<file path="config.mk">
export PLATFORM = sky130hd
export DESIGN_NAME = alu
export DESIGN_NICKNAME = d
export VERILOG_FILES = /design/src/hw/rv_pkg.sv /design/src/hw/alu.sv
export SDC_FILE = /design/constraint.sdc
export NUM_CORES = 1
export LEC_CHECK = 0
export ABC_AREA = 1
export BUFFER_PORTS_ARGS = -buffer_cell sky130_fd_sc_hd__buf_2
export CAP_MARGIN = 10
export CORE_ASPECT_RATIO = 1.2
export CORE_UTILIZATION = 33
export DETAILED_ROUTE_END_ITERATION = 8
export GPL_TIMING_DRIVEN = 0
export PLACE_DENSITY = 0.5
export SYNTH_ARGS = -nofsm -noshare
export SYNTH_HDL_FRONTEND = slang
export SYNTH_SLANG_ARGS = --single-unit
</file>
<file path="constraint.sdc">
create_clock -name vclk -period 7.9
set_input_delay 0.79 -clock vclk [all_inputs]
set_output_delay 0.79 -clock vclk [all_outputs]
set_load 0.02 [all_outputs]
</file>
<file path="src/hw/rv_pkg.sv">
package rv_pkg;

    // ==============================
    // base opcodes
    // ==============================
    localparam logic [6:0] OP_R      = 7'b0110011;
    localparam logic [6:0] OP_IMM    = 7'b0010011;
    localparam logic [6:0] OP_LOAD   = 7'b0000011;
    localparam logic [6:0] OP_STORE  = 7'b0100011;
    localparam logic [6:0] OP_BRANCH = 7'b1100011;
    localparam logic [6:0] OP_JAL    = 7'b1101111;
    localparam logic [6:0] OP_JALR   = 7'b1100111;
    localparam logic [6:0] OP_LUI    = 7'b0110111;
    localparam logic [6:0] OP_SYSTEM = 7'b1110011;

    // ==============================
    // memory geometry
    // ==============================
    localparam int IMEM_WORDS = 64;
    localparam int DMEM_WORDS = 64;
    localparam int IMEM_AW    = 6;     // word address, byte address bits [7:2]

    typedef enum logic [3:0] {
        ALU_ADD,
        ALU_SUB,
        ALU_AND,
        ALU_OR,
        ALU_XOR,
        ALU_SLT,
        ALU_SLL,
        ALU_SRL,
        ALU_PASS_B
    } alu_op_t;

    // one encoding is left over and falls back to idle
    typedef enum logic [2:0] {
        S_IDLE,
        S_FETCH,
        S_DECODE,
        S_EXECUTE,
        S_MEMORY,
        S_WRITEBACK,
        S_HALT
    } fsm_state_t;

endpackage
</file>
<file path="src/hw/alu.sv">
module alu (
    input  logic [31:0]     a,
    input  logic [31:0]     b,
    input  rv_pkg::alu_op_t op,
    output logic [31:0]     result,
    output logic            zero
);

    logic [31:0] diff;

    assign diff = a - b;

    // branches look only at this flag, so it comes from the subtract and not from result
    assign zero = (diff == 32'b0);

    always_comb
    begin
        case (op)
            rv_pkg::ALU_ADD:    result = a + b;
            rv_pkg::ALU_SUB:    result = diff;
            rv_pkg::ALU_AND:    result = a & b;
            rv_pkg::ALU_OR:     result = a | b;
            rv_pkg::ALU_XOR:    result = a ^ b;
            rv_pkg::ALU_SLT:    result = {31'b0, $signed(a) < $signed(b)};
            rv_pkg::ALU_SLL:    result = a << b[4:0];
            rv_pkg::ALU_SRL:    result = a >> b[4:0];
            rv_pkg::ALU_PASS_B: result = b;
            default:            result = 32'b0;
        endcase
    end

endmodule

</file>
==> results_dict.tcl, run 1 <==
set metrics [dict create \
    outcome "finished clean" \
    avgSynthCellArea_um2 5.19 \
    tightest_slew_ns 0.983 \
    hold_viol 0 \
    viasPerCell 5.73 \
    rsz0062_at_grt "false" \
    wirelength_mm 56.9 \
    slew_violations 0 \
    setup_viol_count_final 0 \
    grt_pass1_vias 12089 \
    synth.distinct_cells 50 \
    drive_gt1_share_pct 12.4 \
    fill_cells 3318 \
    seq_cells 0 \
    synth_top_family_by_area "simple AND/OR/NAND/NOR gates" \
    combPwrFrac_pct 100.0 \
    synth-xor-area-share_pct 1.04 \
    fp.dieH_um 185 \
    grt_overflow 0 \
    power_density_nw_per_um2 78.4 \
    dr.first_iter.drc_count 1256 \
    firstDrtPassIters 6 \
    antenna_left 0 \
    vdd_ir_drop_max_v 0.0000334 \
    port_buffers 101 \
    final_cell_mix "nand2_1, inv_1, nor2_1" \
    crit_top_cell "nand2_1" \
    critPathBufInv 6 \
    slowest_stage "clkbuf_1" \
    vias 12922 \
    ios 101 \
    switchingPower_mw 0.579 \
    cp_num_cells 20 \
    hold_path_class "in -> out" \
    fin_ws_ns 2.79 \
    grt_util_all_layers_pct 38.8 \
    nets 2051 \
    clkPwrFrac_pct 0 \
    period_share_pct 64.7 \
    path_delay_family "buffers and inverters" \
    holdWs_ns 2.03 \
    clock_buffers 0 \
    period_needed_ns 5.11 \
    path_cells "buf_2, buf_2, clkinv_1, clkbuf_1, ha_1, buf_4, nor2_1, nand2_1, nand2_1, nand2_1, nand2_1, nand2_2, nand2_2, nand2_1, nand2_1, nand2_1, nand3_1, xor2_1, o21ai_1, buf_2" \
    post-dp-hpwl_mm 49.4 \
    seqCellArea_um2 0 \
    start_util_pct 33.8 \
    final_common_cell "nand2_1" \
    fmax_mhz 196 \
    synth-simple-area-share_pct 39.4 \
    antenna_found_initial 0 \
    drc 0 \
    required_ns 7.11 \
    cp-start-kind "input pin" \
    leakage_nw 5.27 \
    worstHoldStart "b[7]" \
    dpl_worst_slack_ns 2.79 \
    cts_hold_buf 0 \
    fin_total_pwr_mw 0.801 \
    utilization_pct 37.4 \
    grt_max_degree 12 \
    hold_end "result[7]" \
    p_sw_share_pct 72.3 \
    fp.dieW_um 155 \
    syn-num-nets 1948 \
    yosysSeqAreaShare_pct 0 \
    antenna_cells 0 \
    slew_headroom_pct 33.8 \
    end_kind "primary output" \
    power_frac_seq_pct 0 \
    synthMuxAreaShare_pct 2.06 \
    area_growth_pct 10.5 \
    synth_area_um2 9240 \
    cts.repair.resized 0 \
    grt_pass1_wl_mm 79.8 \
    p_int_mw 0.222 \
    critical-path-max-stage-delay_ns 0.53 \
    yosysWarnings 0 \
    hold_depth 4 \
    gp_congestion 1.02 \
    placeableCoreArea_um2 27300 \
    cts_setup_buffers 0 \
    maxCapViolCount 0 \
    synthCells 1781 \
    num_rows 66 \
    crit_fanout 11 \
    cp.arrival_ns 4.32 \
    wl_per_cell_um 25.2 \
    synth_compound_gate_area_share_pct 28.7 \
    critical_path_class "in -> out" \
    die-area_um2 28700 \
    synthAdderAreaFrac_pct 13.6 \
    finalSetupTns_ns 0 \
]
-- synth_stat cells, types with 10 or more instances --
cell type | n | area [um2]
inv_1 | 221 | 830
o21ai_0 | 147 | 736
buf_4 | 14 | 105
ha_1 | 97 | 1210
nand2_1 | 478 | 1790
a21oi_2 | 11 | 96.3
o211ai_1 | 21 | 158
o21ai_1 | 70 | 350
mux2i_1 | 19 | 190
nor2_2 | 10 | 62.6
a221oi_1 | 10 | 87.6
clkbuf_1 | 33 | 124
a21oi_1 | 114 | 571
o22ai_1 | 18 | 113
nor3_1 | 14 | 70.1
buf_2 | 31 | 155
nand3_1 | 120 | 601
nand2_2 | 14 | 87.6
a211oi_1 | 13 | 97.6
nor2_1 | 168 | 631
inv_2 | 20 | 75.1
a31oi_1 | 12 | 75.1
nand4_1 | 18 | 113
xor2_1 | 11 | 96.3
o21bai_1 | 12 | 90.1
-- logic make-up after synthesis --
family,count (synthesis)
simple gates,859
compound gates,459
buf+inv,334
fa+ha+maj,99
mux,19
xor+xnor,11
-- metal layers --
layer | vias to the layer above | global-route usage, % | routed length [um]
met5 | - | 0 | 0
met4 | 0 | 23.8 | 4080
met3 | 164 | 3.09 | 3750
met2 | 666 | 67.4 | 26700
met1 | 6011 | 46.5 | 22400
li1 | 6081 | - | -
-- cell type report --
| type | instances | area, um2 | share of cell area [%] |
|---|---|---|---|
| Timing Repair Buffer | 101 | 505 | 4.95 |
| Buffer | 91 | 502 | 4.91 |
| Inverter | 243 | 912 | 8.93 |
| Multi-Input combinational cell | 1447 | 7830 | 76.6 |
| Tap cell | 374 | 468 | 4.58 |
-- stage by stage --
step,cells,area [um2]
finish,2256,10200
global route,2256,10200
CTS,2256,10200
detailed placement,2256,10200
global placement,2256,10200
floorplan,1781,9240
-- tightest hold or removal path, cell delays in order --
cell     delay, ns
buf_2         0.13
a21oi_1       0.07
nand4_1       0.09
buf_2         0.17
-- worst max-delay path by stage --
stage                     slack [ns]   endpoint  startpoint
after detailed placement        2.79  result[0]        b[3]
final                           2.79  result[0]        b[3]
after global placement          2.72  result[0]        b[2]
after CTS                       2.77  result[0]        b[3]
after global routing            2.52  result[0]        b[2]
after floorplan                 4.07       zero        b[1]
-- power by group through the flow --
stage	Clock, mW	Sequential (mW)	Combinational [mW]
floorplan	0	0	0.482
global placement	0	0	0.777
detailed placement	0	0	0.774
CTS	0	0	0.778
global route	0	0	0.853
finish	0	0	0.801
Power figures use the tool's default switching activity.
==> inputs of run 2 (changes only) <==
- PLACE_DENSITY: 0.5 -> 0.52
- clock period: 7.9 -> 4.54 ns (I/O delays scaled with it)
==> run 2 against run 1 <==
Against the previous run:
- sequential share of layout area unchanged
- total power is 74% higher
- highest routed layer unchanged
- largest power group unchanged
- clock-buffer cell count unchanged
- combinational power rose by 74%
- routed wire length hardly changed
- cell count is the same
- first-iteration DRC count decreased by 10%
- final area stayed put
==> results_dict.tcl, run 2 (synthesis results as in run 1) <==
set metrics [dict create \
    outcome "finished clean" \
    maxCapViolCount 0 \
    setup_viol_count_final 0 \
    hold_path_class "in -> out" \
    slew_violations 0 \
    grt_max_degree 12 \
    cts_hold_buf 0 \
    start_util_pct 33.8 \
    ios 101 \
    wirelength_mm 56.9 \
    utilization_pct 37.4 \
    port_buffers 101 \
    vdd_ir_drop_max_v 0.0000499 \
    placeableCoreArea_um2 27300 \
    clock_buffers 0 \
    drc 0 \
    placed_cells 2256 \
    vias 12940 \
    critical_path_class "in -> out" \
    end_kind "primary output" \
    period_share_pct 97.3 \
    seq_cells 0 \
    period_needed_ns 4.42 \
    tightest_slew_ns 1.03 \
    final_cell_mix "nand2_1, inv_1, nor2_1" \
    antenna_cells 0 \
    antenna_found_initial 0 \
    grt_overflow 0 \
    fmax_mhz 226 \
    nets 2051 \
    cts_setup_buffers 0 \
    antenna_left 0 \
    grt_pass1_wl_mm 80.0 \
    num_rows 66 \
    fp.dieH_um 185 \
    cts.repair.resized 0 \
    cp-start-kind "input pin" \
    gp_congestion 1.04 \
    fp.dieW_um 155 \
    drive_gt1_share_pct 12.4 \
    grt_pass1_vias 12285 \
    seqCellArea_um2 0 \
    post-dp-hpwl_mm 49.5 \
    cp.arrival_ns 3.96 \
    required_ns 4.09 \
    dr.first_iter.drc_count 1131 \
    finalSetupTns_ns 0 \
    wl_per_cell_um 25.2 \
    viasPerCell 5.74 \
    die-area_um2 28700 \
    final_common_cell "nand2_1" \
    holdWs_ns 1.37 \
    finalNonFillerCells 2256 \
    hold_viol 0 \
    crit_fanout 11 \
    power_density_nw_per_um2 136 \
    rsz0062_at_grt "false" \
    multi_input_area_um2 7830 \
    leakage_nw 5.27 \
    fill_cells 3297 \
    area_growth_pct 10.5 \
    slew_headroom_pct 29.5 \
    firstDrtPassIters 5 \
    grt_util_all_layers_pct 38.8 \
]
run 2: cell counts in the layout (fill, tap and decap cells not counted):
No cell type changed its count.
run 2: cell type report:
cell class | count | area share (%)
buffer | 91 | 4.91
tap | 374 | 4.58
inverter | 243 | 8.93
multi-input combinational | 1447 | 76.6
timing repair buffer | 101 | 4.95
run 2: path summary, 6_finish.rpt:
check | from | endpoint | slack [ns] | cells past startpoint
min | b[6] | result[6] | 1.37 | 4
max | b[2] | result[0] | 0.12 | 21
run 2: where the power goes:
part           internal [mW]  total [mW]  switching (mW)
Combinational          0.387        1.39            1.00
Clock                      0           0               0
Sequential                 0           0               0
Total                  0.387        1.39            1.00
run 2: metal layers:
metal  vias to the layer above  wire length (um)  GRT usage, %  share of wire [%]
li1                       6089                 -             -                  -
met1                      6135             22800          46.8                 40
met2                       571             26700          67.7                 47
met3                       145              3440          2.41                6.0
met4                         0              3970          23.2                7.0
met5                         -                 0             0                  0
run 2: metrics by stage:
step           instance area, um2  power (mW)  setup WS [ns]
2_1_floorplan                9240       0.839           1.38
3_3_place_gp                10200        1.35          0.202
3_5_place_dp                10200        1.35          0.197
4_1_cts                     10200        1.35          0.187
5_1_grt                     10200        1.48         0.0401
6_report                    10200        1.39          0.124
run 2: worst max-delay path, stage by stage:
cell	delay, ns
buf_2	0.11
buf_2	0.21
inv_1	0.12
buf_2	0.28
buf_2	0.37
ha_1	0.30
buf_6	0.15
nor2_1	0.14
nand2_1	0.09
nand2_1	0.12
nand2_1	0.08
nand2_1	0.11
nand2_2	0.08
nand2_2	0.07
nand2_1	0.09
nand2_1	0.11
nand2_1	0.06
nand3_1	0.16
xor2_1	0.49
o21ai_1	0.16
buf_2	0.19
==> inputs of run 3 (changes only) <==
- ABC_AREA: 1 -> not set
==> run 3 against run 2 <==
Against the previous run:
- the run now ends with negative setup slack left
- sequential cell count did not move
- sequential share of layout area is the same
- utilization increased by 1.4 points
- critical path depth fell by 5
- critical endpoint is now zero
- highest routed layer unchanged
==> results_dict.tcl, run 3 <==
set metrics [dict create \
    ios 101 \
    firstDrtPassIters 7 \
    rsz0062_at_grt "true" \
    netlist_top_cells_count "nor2_1, o21ai_0, a21oi_1" \
    dr.first_iter.drc_count 1553 \
    required_ns 4.09 \
    fp.dieH_um 179 \
    placed_cells 1707 \
    use_met1_pct 48.8 \
    tightest_slew_ns 1.25 \
    grt_overflow 0 \
    grt.busiest_layer "met2" \
    antenna_left 0 \
    grt_util_all_layers_pct 38.1 \
    multi_input_area_um2 8020 \
    cp-start-kind "input pin" \
    avgSynthCellArea_um2 6.78 \
    wl_per_cell_um 30.5 \
    viasPerCell 6.78 \
    antenna_found_initial 0 \
    grt_use_met2_pct 62.0 \
    die-area_um2 26900 \
    nets 1554 \
    period_needed_ns 4.57 \
    met3_usage_pct 3.59 \
    drive_gt1_share_pct 16.7 \
    grt_max_degree 27 \
    outcome "complete, but fails checks" \
    synth_top_area_share_pct 14.0 \
    yosysWarnings 0 \
    period_share_pct 101 \
    finalNonFillerCells 1716 \
    grt_pass1_vias 10896 \
    synth.most_common_cell "nor2_1" \
    synth_area_leaders "ha_1, o21ai_0, a21oi_1" \
    violations "negative setup slack" \
    fmax_mhz 219 \
    seq_cells 0 \
    hold_viol 0 \
    vias 11634 \
    yosysSeqAreaShare_pct 0 \
    num_rows 64 \
    fill_cells 2945 \
    end_kind "primary output" \
    synth_area_um2 8650 \
    synth.distinct_cells 91 \
    synth_top_cell_by_area "ha_1" \
    finalSetupTns_ns -0.0572 \
    syn-num-nets 1442 \
    final_common_cell "nor2_1" \
    fp.dieW_um 150 \
    slew_violations 0 \
    critical_path_class "in -> out" \
    gp_congestion 1.03 \
    hold_path_class "in -> out" \
    area_growth_pct 14.8 \
    start_util_pct 33.8 \
    post-dp-hpwl_mm 42.8 \
    drc 0 \
    cp.arrival_ns 4.12 \
    crit_fanout 18 \
    slew_headroom_pct 16.3 \
    synthCells 1275 \
    worstHoldStart "op[1]" \
    placeableCoreArea_um2 25600 \
    final_cell_mix "nor2_1, o21ai_0, buf_2" \
    grt_pass1_wl_mm 74.7 \
    startpoint "b[1]" \
    setup_viol_count_final 2 \
    clock_buffers 0 \
    port_buffers 100 \
    fin_ws_ns -0.0332 \
    wirelength_mm 52.3 \
    seqCellArea_um2 0 \
    maxCapViolCount 0 \
]
## run 3: cell count changes after synthesis, moves of 26 or more
cell	previous run	this run
inv_1	221	88
nand3_1	120	21
nor2_1	168	136
nand2_1	478	83
a222oi_1	0	26
o21ai_1	70	0
mux2i_1	19	53
clkbuf_1	33	63
## run 3: worst paths after layout
kind	endpoint	slack, ns	depth (start not counted)
setup / recovery	zero	-0.03	16
hold / removal	result[0]	1.41	5
## run 3: per-layer routing
layer	vias up	share of wire [%]
met5	-	0
met4	0	7.5
met3	196	8.2
met2	792	44
met1	5569	40
li1	5077	-
## run 3: kinds of logic (layout without fill, tap and decap cells)
family	after synthesis	after routing	synth area share, %
adder cells (fa/ha/maj)	99	99	14.5
XOR/XNOR	26	26	2.63
buffers and inverters	191	301	9.29
AND/OR/NAND/NOR	370	370	20.7
multiplexers	83	83	12.9
other	0	1	0
AO/OA/AOI/OAI	506	506	39.9
## run 3: what timing repair did
| item | in CTS | in global routing |
|---|---|---|
| pin swaps | 7 | 11 |
| hold buffers | 0 | 0 |
| buffers inserted | 4 | 10 |
| setup endpoints to repair | 30 | 16 |
| gates resized for setup | 38 | 30 |
| endpoints found under the hold margin | 0 | 0 |
## run 3: through the flow
stage / utilization, % / setup WS (ns) / hold slack (ns) / area (um2)
2_1_floorplan: - / 0.0199 / 1.07 / 8650
3_3_place_gp: 37.3 / -1.89 / 1.40 / 9560
3_5_place_dp: 37.4 / -1.84 / 1.39 / 9580
4_1_cts: 38.1 / -0.0717 / 1.39 / 9770
5_1_grt: 38.7 / -0.145 / 1.43 / 9920
6_report: 38.7 / -0.0332 / 1.41 / 9930
## run 3: final cells by class
type / count / share of cell area, %
Tap cell: 330 / 4.16
Antenna cell: 1 / 0.0252
Multi-Input combinational cell: 1084 / 80.8
Buffer: 94 / 5.02
Inverter: 91 / 3.62
Timing Repair Buffer: 116 / 6.38
## run 3: critical path, stage by stage
cell and delay (ns):
buf_6 0.11, clkbuf_16 0.16, buf_12 0.16, clkinvlp_4 0.15, ha_1 0.20, o21bai_2 0.20
and3_4 0.18, or4_4 0.56, a311oi_4 0.38, o41ai_2 0.13, xnor2_1 0.18, a2111oi_2 0.28
nand4_1 0.26, nor4b_2 0.33, and4_1 0.22, buf_4 0.13
