===== src/hw/pc_counter.sv =====
module pc_counter (
    input  logic        clk,
    input  logic        rst,
    input  logic        step,
    input  logic        jump,
    input  logic [31:0] target,
    output logic [31:0] pc
);

    always_ff @(posedge clk)
    begin
        if (rst)
            pc <= 32'b0;
        else if (jump)                // a taken jump overrides the sequential step
            pc <= target;
        else if (step)
            pc <= pc + 32'd4;
    end

endmodule


===== config.mk =====
export PLATFORM = sky130hd
export DESIGN_NAME = pc_counter
export DESIGN_NICKNAME = d
export VERILOG_FILES = /design/src/hw/pc_counter.sv
export SDC_FILE = /design/constraint.sdc
export NUM_CORES = 1
export LEC_CHECK = 0
export ABC_AREA = 1
export BUFFER_PORTS_ARGS = -buffer_cell sky130_fd_sc_hd__buf_2
export CAP_MARGIN = 25
export CORE_UTILIZATION = 50
export DETAILED_ROUTE_END_ITERATION = 6
export PLACE_DENSITY = 0.79
export SYNTH_ARGS = -nofsm -noshare
export SYNTH_HDL_FRONTEND = slang
export SYNTH_SLANG_ARGS = --single-unit

===== constraint.sdc =====
create_clock -name clk -period 1.5 [get_ports clk]
set_input_delay 0.15 -clock clk [delete_from_list [all_inputs] [get_ports clk]]
set_output_delay 0.15 -clock clk [all_outputs]
set_load 0.005 [all_outputs]

==> impl_metrics.tcl, run 1 <==
set metrics [dict create \
    largest_reg_flops 32 \
    grt_max_degree 25 \
    combPwrFrac_pct 14.8 \
    drt-total-wl_um 6460 \
    p_leak_nw 1.21 \
    slew_headroom_pct 80.0 \
    async_reset_ff_share_pct 0 \
    peakVddDrop_mv 0.528 \
    gr-max-usage-layer "met2" \
    fmax_mhz 712 \
    total_power_mw 2.25 \
    drc 0 \
    swShare_pct 26.7 \
    synth-edff-count 0 \
    powerDensity_nw_per_um2 806 \
    path_class "flop to flop" \
    crit_path_frequent_cell "nand2_1" \
    use_met1_pct 40.5 \
    start_kind "flop" \
    stdcell_count 461 \
    dp.cells 450 \
    synthFlopType "dfxtp_1" \
    wl_per_cell_um 14.0 \
    hold_viol 0 \
    dieWidth_um 66.9 \
    root_buffer "clkbuf_8" \
    cp.required_ps 1720 \
    synth_nets 368 \
    p_sw_mw 0.603 \
    clk_path_buf_depth 2 \
    ys_seq_area_share_pct 30.4 \
    worstPathCellList "nand2_1 > nor2_1 > nand2_1 > nor2_1 > nand2_1 > nand2_1 > nand3_1 > a21oi_1" \
    nFillCells 377 \
    setup_violations 0 \
    seqPwrFrac_pct 43.4 \
    port_buffers 67 \
    grt_pass1_wl_um 10100 \
    synth_area_um2 2110 \
    overflow 0 \
    drtIter0Drc 107 \
    crit_slowest_cell "dfxtp_1" \
    met3_usage_pct 5.31 \
    cts_tree "built" \
    crit-reg2reg-launch "pc[23]" \
    clk_latency_ps 290 \
    min_to "pc[0]" \
    fin_util_pct 69.4 \
    use_met2_pct 48.5 \
    top_register "pc" \
    skew_ps 11.5 \
    setup-tns-final_ps 0 \
    multiInputGateArea_um2 1380 \
    worst-path-buf-inv 0 \
    grt_pass1_vias 2182 \
    synth_seq_cells 32 \
    hold_path.startpoint "target[0]" \
    critPathMaxStageDelay_ps 430 \
    reg_top3 "pc x32" \
    r2r-end "pc[28]" \
    synth_cells 331 \
    end_kind "flop" \
    synthDistinctLibCells 27 \
    nets 447 \
    avgSynthCellArea_um2 6.37 \
    power.internal_mw 1.65 \
    worst_slew_pin_slew_ps 299 \
    outcome "finished, final reports clean" \
    diodes 0 \
    cts_buffers 5 \
    hold_class "input pin to flop" \
    r2r_slack_ps 100 \
    area_growth_pct 32.8 \
    r2r_cells 8 \
    initial_core_util_pct 52.3 \
    cp.arrival_ps 1620 \
    dp_hpwl_um 4660 \
    yosys_warnings 0 \
    die_h_um 66.9 \
    slew_viol_final 0 \
    dr.pass1.iters 4 \
    min_period_ps 1400 \
    seq_area_um2 668 \
    core_um2 4030 \
    antenna_found_initial 0 \
    clkPwrFrac_pct 41.8 \
    pin_count 68 \
    drive_above_1_share_pct 33.3 \
    vias_per_cell 5.33 \
    max_cap_violations 0 \
    place_congestion 0.974 \
    worstPathMaxFanout 6 \
    ant_nets 0 \
    rows 23 \
    hold_depth 3 \
    dpl_cell_area_um2 2550 \
    design_area_um2 2800 \
    min_period_over_period_pct 93.6 \
    grt_usage_pct 30.0 \
    vias 2455 \
    path_delay_family "simple AND/OR/NAND/NOR gates" \
    die-area_um2 4480 \
    clk_pin_slew_worst_paths_ps 80 \
    grt_setup_unrepaired "yes" \
    htree_levels 2 \
    clock-sinks 32 \
]
==> worst max path at each step <==
| stage | start | end | slack, ps | depth (start not counted) |
|---|---|---|---|---|
| after global routing | pc[2] | pc[22] | -40 | 9 |
| after detailed placement | pc[2] | pc[22] | 20 | 9 |
| after floorplan | pc[3] | pc[24] | 140 | 8 |
| after CTS | pc[2] | pc[22] | 4 | 9 |
| final | pc[23] | pc[28] | 100 | 8 |
| after global placement | pc[3] | pc[30] | 70 | 8 |
==> logic make-up (layout without fill, tap and decap cells) <==
family / count (synthesis) / count (layout) / synth area share [%]
and+or+nand+nor: 193 / 193 / 42.0
xor gates and xnor gates: 6 / 6 / 2.49
DFF: 32 / 32 / 30.4
AOI/OAI and AO/OA: 59 / 59 / 17.0
adders and majority gates: 1 / 1 / 0.594
buffers and inverters: 40 / 120 / 7.42
==> synthesized netlist by cell type, types with 4 or more instances <==
cell | number | share of area, %
nand3_1 | 35 | 8.3
o21ai_0 | 8 | 1.9
inv_1 | 28 | 5.0
nor2_4 | 8 | 4.3
clkbuf_1 | 5 | 0.89
nor2_2 | 5 | 1.5
nand2_2 | 4 | 1.2
xor2_1 | 5 | 2.1
dfxtp_1 | 32 | 30
a31oi_1 | 5 | 1.5
buf_2 | 5 | 1.2
nor2_1 | 35 | 6.2
nand2_1 | 96 | 17
a22oi_1 | 20 | 7.1
a21oi_1 | 23 | 5.5
==> placed cells by master, fill, tap and decap left out <==
| master | instances |
|---|---|
| nand3_1 | 34 |
| nor2_2 | 6 |
| o21ai_0 | 8 |
| a31oi_1 | 5 |
| or2_2 | 1 |
| dfxtp_2 | 10 |
| buf_4 | 16 |
| a21oi_1 | 22 |
| a21oi_2 | 1 |
| nor3_1 | 1 |
| inv_1 | 28 |
| nand3_2 | 1 |
| nand2_4 | 3 |
| nand3b_1 | 1 |
| or2_1 | 2 |
| nor2_4 | 12 |
| bufinv_16 | 1 |
| ha_4 | 1 |
| xnor2_1 | 1 |
| clkbuf_8 | 7 |
| nor2_1 | 30 |
| dfxtp_4 | 4 |
| a22oi_1 | 20 |
| dfxtp_1 | 18 |
| buf_2 | 67 |
| and2_1 | 3 |
| nand2_1 | 93 |
| inv_2 | 1 |
| o211ai_1 | 1 |
| xor2_1 | 5 |
| o21bai_1 | 2 |
| nand2_2 | 6 |
==> per-stage QoR <==
stage	hold WS [ps]	setup slack [ps]
2_1_floorplan	285	140
3_3_place_gp	386	69.4
3_5_place_dp	390	21.3
4_1_cts	92.4	4.26
5_1_grt	113	-41.7
6_report	92.2	95.4
==> power by group through the flow <==
stage          registers [mW]  logic, mW  clock network [mW]
2_1_floorplan           0.984      0.159                   0
3_5_place_dp            0.990      0.319                   0
6_report                0.978      0.335               0.942
3_3_place_gp            0.988      0.311                   0
4_1_cts                 0.971      0.321               0.952
5_1_grt                 0.987      0.373               0.984
==> per-layer routing <==
| layer | up-vias | share of wire, % |
|---|---|---|
| li1 | 1238 | - |
| met4 | 0 | 0.91 |
| met2 | 72 | 49 |
| met3 | 7 | 4.5 |
| met1 | 1138 | 46 |
| met5 | - | 0 |
==> final cells by class <==
type | instances | share of cell area, %
Clock buffer | 7 | 3.44
Clock inverter | 1 | 1.07
Inverter | 29 | 3.89
Multi-Input combinational cell | 259 | 49.2
Sequential cell | 32 | 23.9
Tap cell | 50 | 2.24
Timing Repair Buffer | 83 | 16.3
==> what timing repair did <==
action	CTS	global route
gates resized for setup	0	35
endpoints found under the setup margin	0	19
setup buffers	0	3
hold buffers	0	0
==> worst min-delay path, stage by stage <==
cell and delay, ps:
buf_2 70, nor2_1 30, nor2_1 90
(Power assumes the default switching activity.)
==> run 2: changes to the inputs <==
--- a/config.mk
+++ b/config.mk
@@ -5,10 +5,9 @@
 export SDC_FILE = /design/constraint.sdc
 export NUM_CORES = 1
 export LEC_CHECK = 0
-export ABC_AREA = 1
 export BUFFER_PORTS_ARGS = -buffer_cell sky130_fd_sc_hd__buf_2
 export CAP_MARGIN = 25
-export CORE_UTILIZATION = 50
+export CORE_UTILIZATION = 49
 export DETAILED_ROUTE_END_ITERATION = 6
 export PLACE_DENSITY = 0.79
 export SYNTH_ARGS = -nofsm -noshare
==> impl_metrics.tcl, run 2 <==
set metrics [dict create \
    combPwrFrac_pct 23.7 \
    synthFlopType "dfxtp_1" \
    synth_nets 271 \
    ys_top_cells_by_count "dfxtp_1 (32), nor2_1 (27), nand2_1 (20)" \
    synth.area.top_cells "dfxtp_1 (34%), nand4_1 (5.6%), nor2_1 (5.4%)" \
    path_class "flop to flop" \
    ys_seq_area_share_pct 33.8 \
    die_h_um 64.2 \
    root_buffer "clkbuf_8" \
    dr.pass1.iters 7 \
    dp.cells 397 \
    setup_violations 23 \
    power.internal_mw 1.59 \
    grt_usage_pct 36.4 \
    avgSynthCellArea_um2 8.09 \
    synth_top_family_by_area "simple AND/OR/NAND/NOR gates" \
    slew_headroom_pct 71.1 \
    synth_cells 234 \
    synthDistinctLibCells 44 \
    clk_pin_slew_worst_paths_ps 70 \
    die-area_um2 4120 \
    largest_reg_flops 32 \
    final_cell_mix "buf_2 (67), buf_4 (60), nor2_1 (27)" \
    hold_depth 3 \
    grt_max_degree 29 \
    r2r_slack_ps -380 \
    drc 11 \
    wl_per_cell_um 24.0 \
    synth-simple-area-share_pct 35.7 \
    clk_latency_ps 300 \
    p_sw_mw 0.701 \
    slew_viol_final 0 \
    dp_hpwl_um 4620 \
    htree_levels 2 \
    violations "DRC, setup timing" \
    pin_count 68 \
    skew_ps 9.09 \
    final.setup.worst_slack_ps -383 \
    swShare_pct 30.6 \
    overflow 0 \
    multiInputGateArea_um2 1500 \
    nets 404 \
    port_buffers 67 \
    synth_compound_area_share_pct 19.6 \
    total_power_mw 2.29 \
    min_period_ps 1880 \
    nFillCells 153 \
    end_kind "flop" \
    drive_above_1_share_pct 57.9 \
    peakVddDrop_mv 0.548 \
    seqPwrFrac_pct 42.7 \
    area_growth_pct 75.3 \
    place_congestion 0.886 \
    min_period_over_period_pct 126 \
    fmax_mhz 531 \
    ant_nets 0 \
    initial_core_util_pct 51.3 \
    grt_pass1_vias 2366 \
    synth_top_area_share_pct 33.8 \
    cp.arrival_ps 2050 \
    powerDensity_nw_per_um2 691 \
    hold_viol 0 \
    cts_tree "built" \
    max_cap_violations 0 \
    vias_per_cell 7.01 \
    rows 22 \
    min_to "pc[4]" \
    antenna_found_initial 0 \
    synth_xor_area_share_pct 4.16 \
    clk_path_buf_depth 2 \
    p_leak_nw 1.50 \
    worst_slew_pin_slew_ps 434 \
    synth_most_common_cell "dfxtp_1" \
    grt_pass1_wl_um 11300 \
    async_reset_ff_share_pct 0 \
    cts_buffers 5 \
    hold_path.startpoint "target[4]" \
    outcome "complete, but fails checks" \
    dieWidth_um 64.2 \
    synth-adder-area-share_pct 0.661 \
    r2r_cells 7 \
    clock-sinks 32 \
    diodes 0 \
    synth_area_um2 1890 \
    hold_class "input pin to flop" \
    stdcell_count 416 \
    yosysTopAreaCell "dfxtp_1" \
    muxShareOfSynthArea_pct 1.59 \
    drtIter0Drc 357 \
    drt-total-wl_um 10000 \
    seq_area_um2 686 \
    yosys_warnings 0 \
    cp.required_ps 1670 \
    synth-edff-count 0 \
    worstPathMaxFanout 3 \
    fin_hold_ws_ps 94.7 \
    clkPwrFrac_pct 33.5 \
    top_register "pc" \
    vias 2915 \
    start_kind "flop" \
    core_um2 3690 \
    crit-reg2reg-launch "pc[12]" \
    reg_top3 "pc x32" \
    r2r-end "pc[28]" \
    final_common_cell "buf_2" \
    synth_seq_cells 32 \
    grt_setup_unrepaired "yes" \
]
[run 2: cell types whose count changed after synthesis, moves of 5 or more]
| cell | previous run | this run |
|---|---|---|
| nor4_1 | 0 | 10 |
| nand2_1 | 96 | 20 |
| inv_1 | 28 | 6 |
| or3_1 | 0 | 7 |
| a211oi_1 | 0 | 8 |
| nor2_1 | 35 | 27 |
| nor2_4 | 8 | 0 |
| and4_1 | 0 | 5 |
| a22oi_1 | 20 | 0 |
| a21oi_1 | 23 | 7 |
| a311oi_1 | 0 | 5 |
| nand4_1 | 0 | 17 |
| nand3_1 | 35 | 8 |
| nor2_2 | 5 | 0 |
[run 2: cells by family (layout without fill, tap and decap cells)]
family | after synthesis | after routing
and+or+nand+nor | 121 | 121
AOI/OAI and AO/OA | 47 | 47
DFF | 32 | 32
buffers and inverters | 21 | 155
xor gates and xnor gates | 9 | 9
muxes | 3 | 3
adders and majority gates | 1 | 1
[run 2: critical path, stage by stage, from the launching register on]
cell      delay (ps)
dfxtp_2          340
buf_4            110
and4_4           230
nand4_1          180
buf_4            210
buf_4            130
o31ai_1          380
a311oi_2         170
[run 2: through the flow]
step,TNS (ps),setup slack [ps],util [%],area [µm²]
2_1_floorplan,-1370,-314,-,1930
3_3_place_gp,-1070,-135,74.3,2740
3_5_place_dp,-1760,-178,74.3,2740
4_1_cts,-933,-131,81.8,3020
5_1_grt,-4310,-438,90.0,3320
6_report,-3310,-383,90.0,3320
[run 2: area by class of cell]
type | instances | share of cell area [%]
Sequential cell | 32 | 20.7
Clock buffer | 8 | 3.02
Inverter | 6 | 0.679
Tap cell | 48 | 1.81
Multi-Input combinational cell | 181 | 45.1
Timing Repair Buffer | 141 | 28.7
[run 2: worst max path at each step]
stage	start	to	slack (ps)
final	pc[12]	pc[28]	-380
after CTS	pc[14]	pc[26]	-130
after global routing	pc[3]	pc[25]	-440
after detailed placement	pc[15]	pc[22]	-180
after global placement	pc[15]	pc[22]	-140
after floorplan	pc[8]	pc[26]	-310
[run 2: power groups by stage]
stage / Sequential (mW) / Clock [mW] / Combinational (mW)
final: 0.980 / 0.769 / 0.545
after detailed placement: 0.981 / 0 / 0.431
after global routing: 0.981 / 0.786 / 0.568
after floorplan: 1.00 / 0 / 0.160
after global placement: 0.976 / 0 / 0.420
after CTS: 0.968 / 0.746 / 0.456
[run 2: per-layer routing]
metal  up-vias  global-route usage [%]  wire [µm]
li1       1173                       -          -
met1      1362                    42.9       3490
met2       277                    62.6       4710
met3       103                    8.57       1020
met4         0                    15.6        790
met5         -                       0          0
[run 2: timing repair]
item / 4_1_cts / 5_1_grt
setup buffers: 5 / 6
pin swaps: 13 / 15
hold buffers: 0 / 0
cloned: 0 / 0
resized for setup: 33 / 48
endpoints found under the setup margin: 18 / 24
==> run 3: changes to the inputs <==
--- a/config.mk
+++ b/config.mk
@@ -13,3 +13,4 @@
 export SYNTH_ARGS = -nofsm -noshare
 export SYNTH_HDL_FRONTEND = slang
 export SYNTH_SLANG_ARGS = --single-unit
+export TNS_END_PERCENT = 100
==> constraint.sdc (replaced) <==
create_clock -name clk -period 1.5 [get_ports clk]
set_input_delay 0.15 -clock clk [delete_from_list [all_inputs] [get_ports clk]]
set_output_delay 0.15 -clock clk [all_outputs]
set_load 0.01 [all_outputs]
==> impl_metrics.tcl, run 3 (same netlist as run 2, synthesis figures left out) <==
set metrics [dict create \
    clk_latency_ps 300 \
    top_register "pc" \
    htree_levels 2 \
    core_um2 3690 \
    clk_path_buf_depth 2 \
    area_growth_pct 68.7 \
    fin_util_pct 86.6 \
    start_kind "flop" \
    wl_per_cell_um 19.4 \
    outcome "complete, but fails checks" \
    drc 0 \
    worstPathCellList "nand4_1 > or2_4 > or4_4 > a311oi_2" \
    vias_per_cell 6.44 \
    cts_buffers 5 \
    drtIter0Drc 304 \
    root_buffer "clkbuf_8" \
    crit-reg2reg-launch "pc[22]" \
    largest_reg_flops 32 \
    min_period_ps 1790 \
    cp.required_ps 1700 \
    critPathLaunch "pc[22]" \
    pin_count 68 \
    clk_pin_slew_worst_paths_ps 70 \
    overflow 0 \
    rows 22 \
    worst-path-buf-inv 0 \
    initial_core_util_pct 51.3 \
    p_sw_mw 0.673 \
    powerDensity_nw_per_um2 728 \
    r2r_slack_ps -290 \
    design_area_um2 3190 \
    reg_top3 "pc x32" \
    slew_viol_final 0 \
    post-place-ws_ps -279 \
    cts_tree "built" \
    hold_class "input pin to flop" \
    violations "setup timing" \
    dpl_cell_area_um2 2700 \
    drive_above_1_share_pct 57.0 \
    grt_setup_unrepaired "yes" \
    fmax_mhz 558 \
    hold_viol 0 \
    grt_max_degree 29 \
    max_cap_violations 0 \
    critPathMaxStageDelay_ps 530 \
    antenna_found_initial 0 \
    dieWidth_um 64.2 \
    path_class "flop to flop" \
    drt-total-wl_um 7880 \
    hold_path.startpoint "target[3]" \
    setup_violations 17 \
    dr.pass1.iters 5 \
    port_buffers 67 \
    p_leak_nw 1.40 \
    power.internal_mw 1.65 \
    worstPathMaxFanout 4 \
    clkPwrFrac_pct 35.7 \
    final_common_cell "buf_2" \
    grt_pass1_wl_um 11300 \
    grt_pass1_vias 2427 \
    ant_nets 0 \
    skew_ps 7.01 \
    die-area_um2 4120 \
    vias 2613 \
    combPwrFrac_pct 22.5 \
    cts_hold_buf 0 \
    grt_usage_pct 36.2 \
    final.setup.worst_slack_ps -291 \
    path_delay_family "simple AND/OR/NAND/NOR gates" \
    final_cell_mix "buf_2 (67), buf_4 (54), nor2_1 (27)" \
    dp_hpwl_um 4480 \
    nets 394 \
    die_h_um 64.2 \
    place_congestion 0.889 \
    peakVddDrop_mv 0.611 \
    slew_headroom_pct 70.7 \
    total_power_mw 2.33 \
    end_kind "flop" \
    min_period_over_period_pct 119 \
    cp.arrival_ps 2000 \
    swShare_pct 28.9 \
    clock-sinks 32 \
    seqPwrFrac_pct 41.8 \
    crit_slowest_cell "or4_4" \
    worst_slew_pin_slew_ps 439 \
    diodes 0 \
]
[run 3: cell types whose count changed in the layout (fill, tap and decap cells not counted), sizes merged]
cell,delta
buf,-10
bufinv,+1
clkbuf,-2
clkinv,+1
[run 3: tightest hold or removal path, cell delays in order]
cell and delay (ps):
buf_2 70, a21oi_1 50, nor2_1 70
[run 3: path summary, 6_finish.rpt]
kind | cells after the start | end
max | 4 | pc[28]
min reg2reg | 2 | pc[1]
min | 3 | pc[3]
max reg2reg | 4 | pc[28]
[run 3: area by class of cell]
type | instances | area, µm²
sequential | 32 | 678
multi-input combinational | 181 | 1470
clock buffer | 6 | 72.6
tap | 48 | 60.1
fill | 192 | 494
inverter | 6 | 22.5
timing repair buffer | 131 | 853
clock inverter | 2 | 35.0
[run 3: repair_timing]
action,4_1_cts,5_1_grt
pin swaps,15,17
buffers inserted,4,5
gates cloned,0,0
resized for setup,41,35
setup endpoints to repair,18,20
[run 3: layer usage]
metal	GRT usage [%]	vias up	part of all wire [%]
met5	0	-	0
met4	18.1	0	5.6
met3	9.82	53	8.5
met2	63.6	185	48
met1	39.8	1229	38
li1	-	1146	-
[run 3: through the flow]
step                hold slack, ps  TNS (ps)  cells
floorplan                      284     -1930    234
global placement               379     -1820    393
detailed placement             389     -2150    393
CTS                           86.9     -1140    404
global route                  98.0     -2450    406
finish                        85.3     -1720    406
[run 3: power by group through the flow]
stage	registers, mW	logic (mW)	clock network, mW
finish	0.973	0.523	0.830
global route	0.974	0.560	0.860
CTS	0.962	0.470	0.821
detailed placement	0.976	0.444	0
global placement	0.972	0.435	0
floorplan	1.02	0.159	0
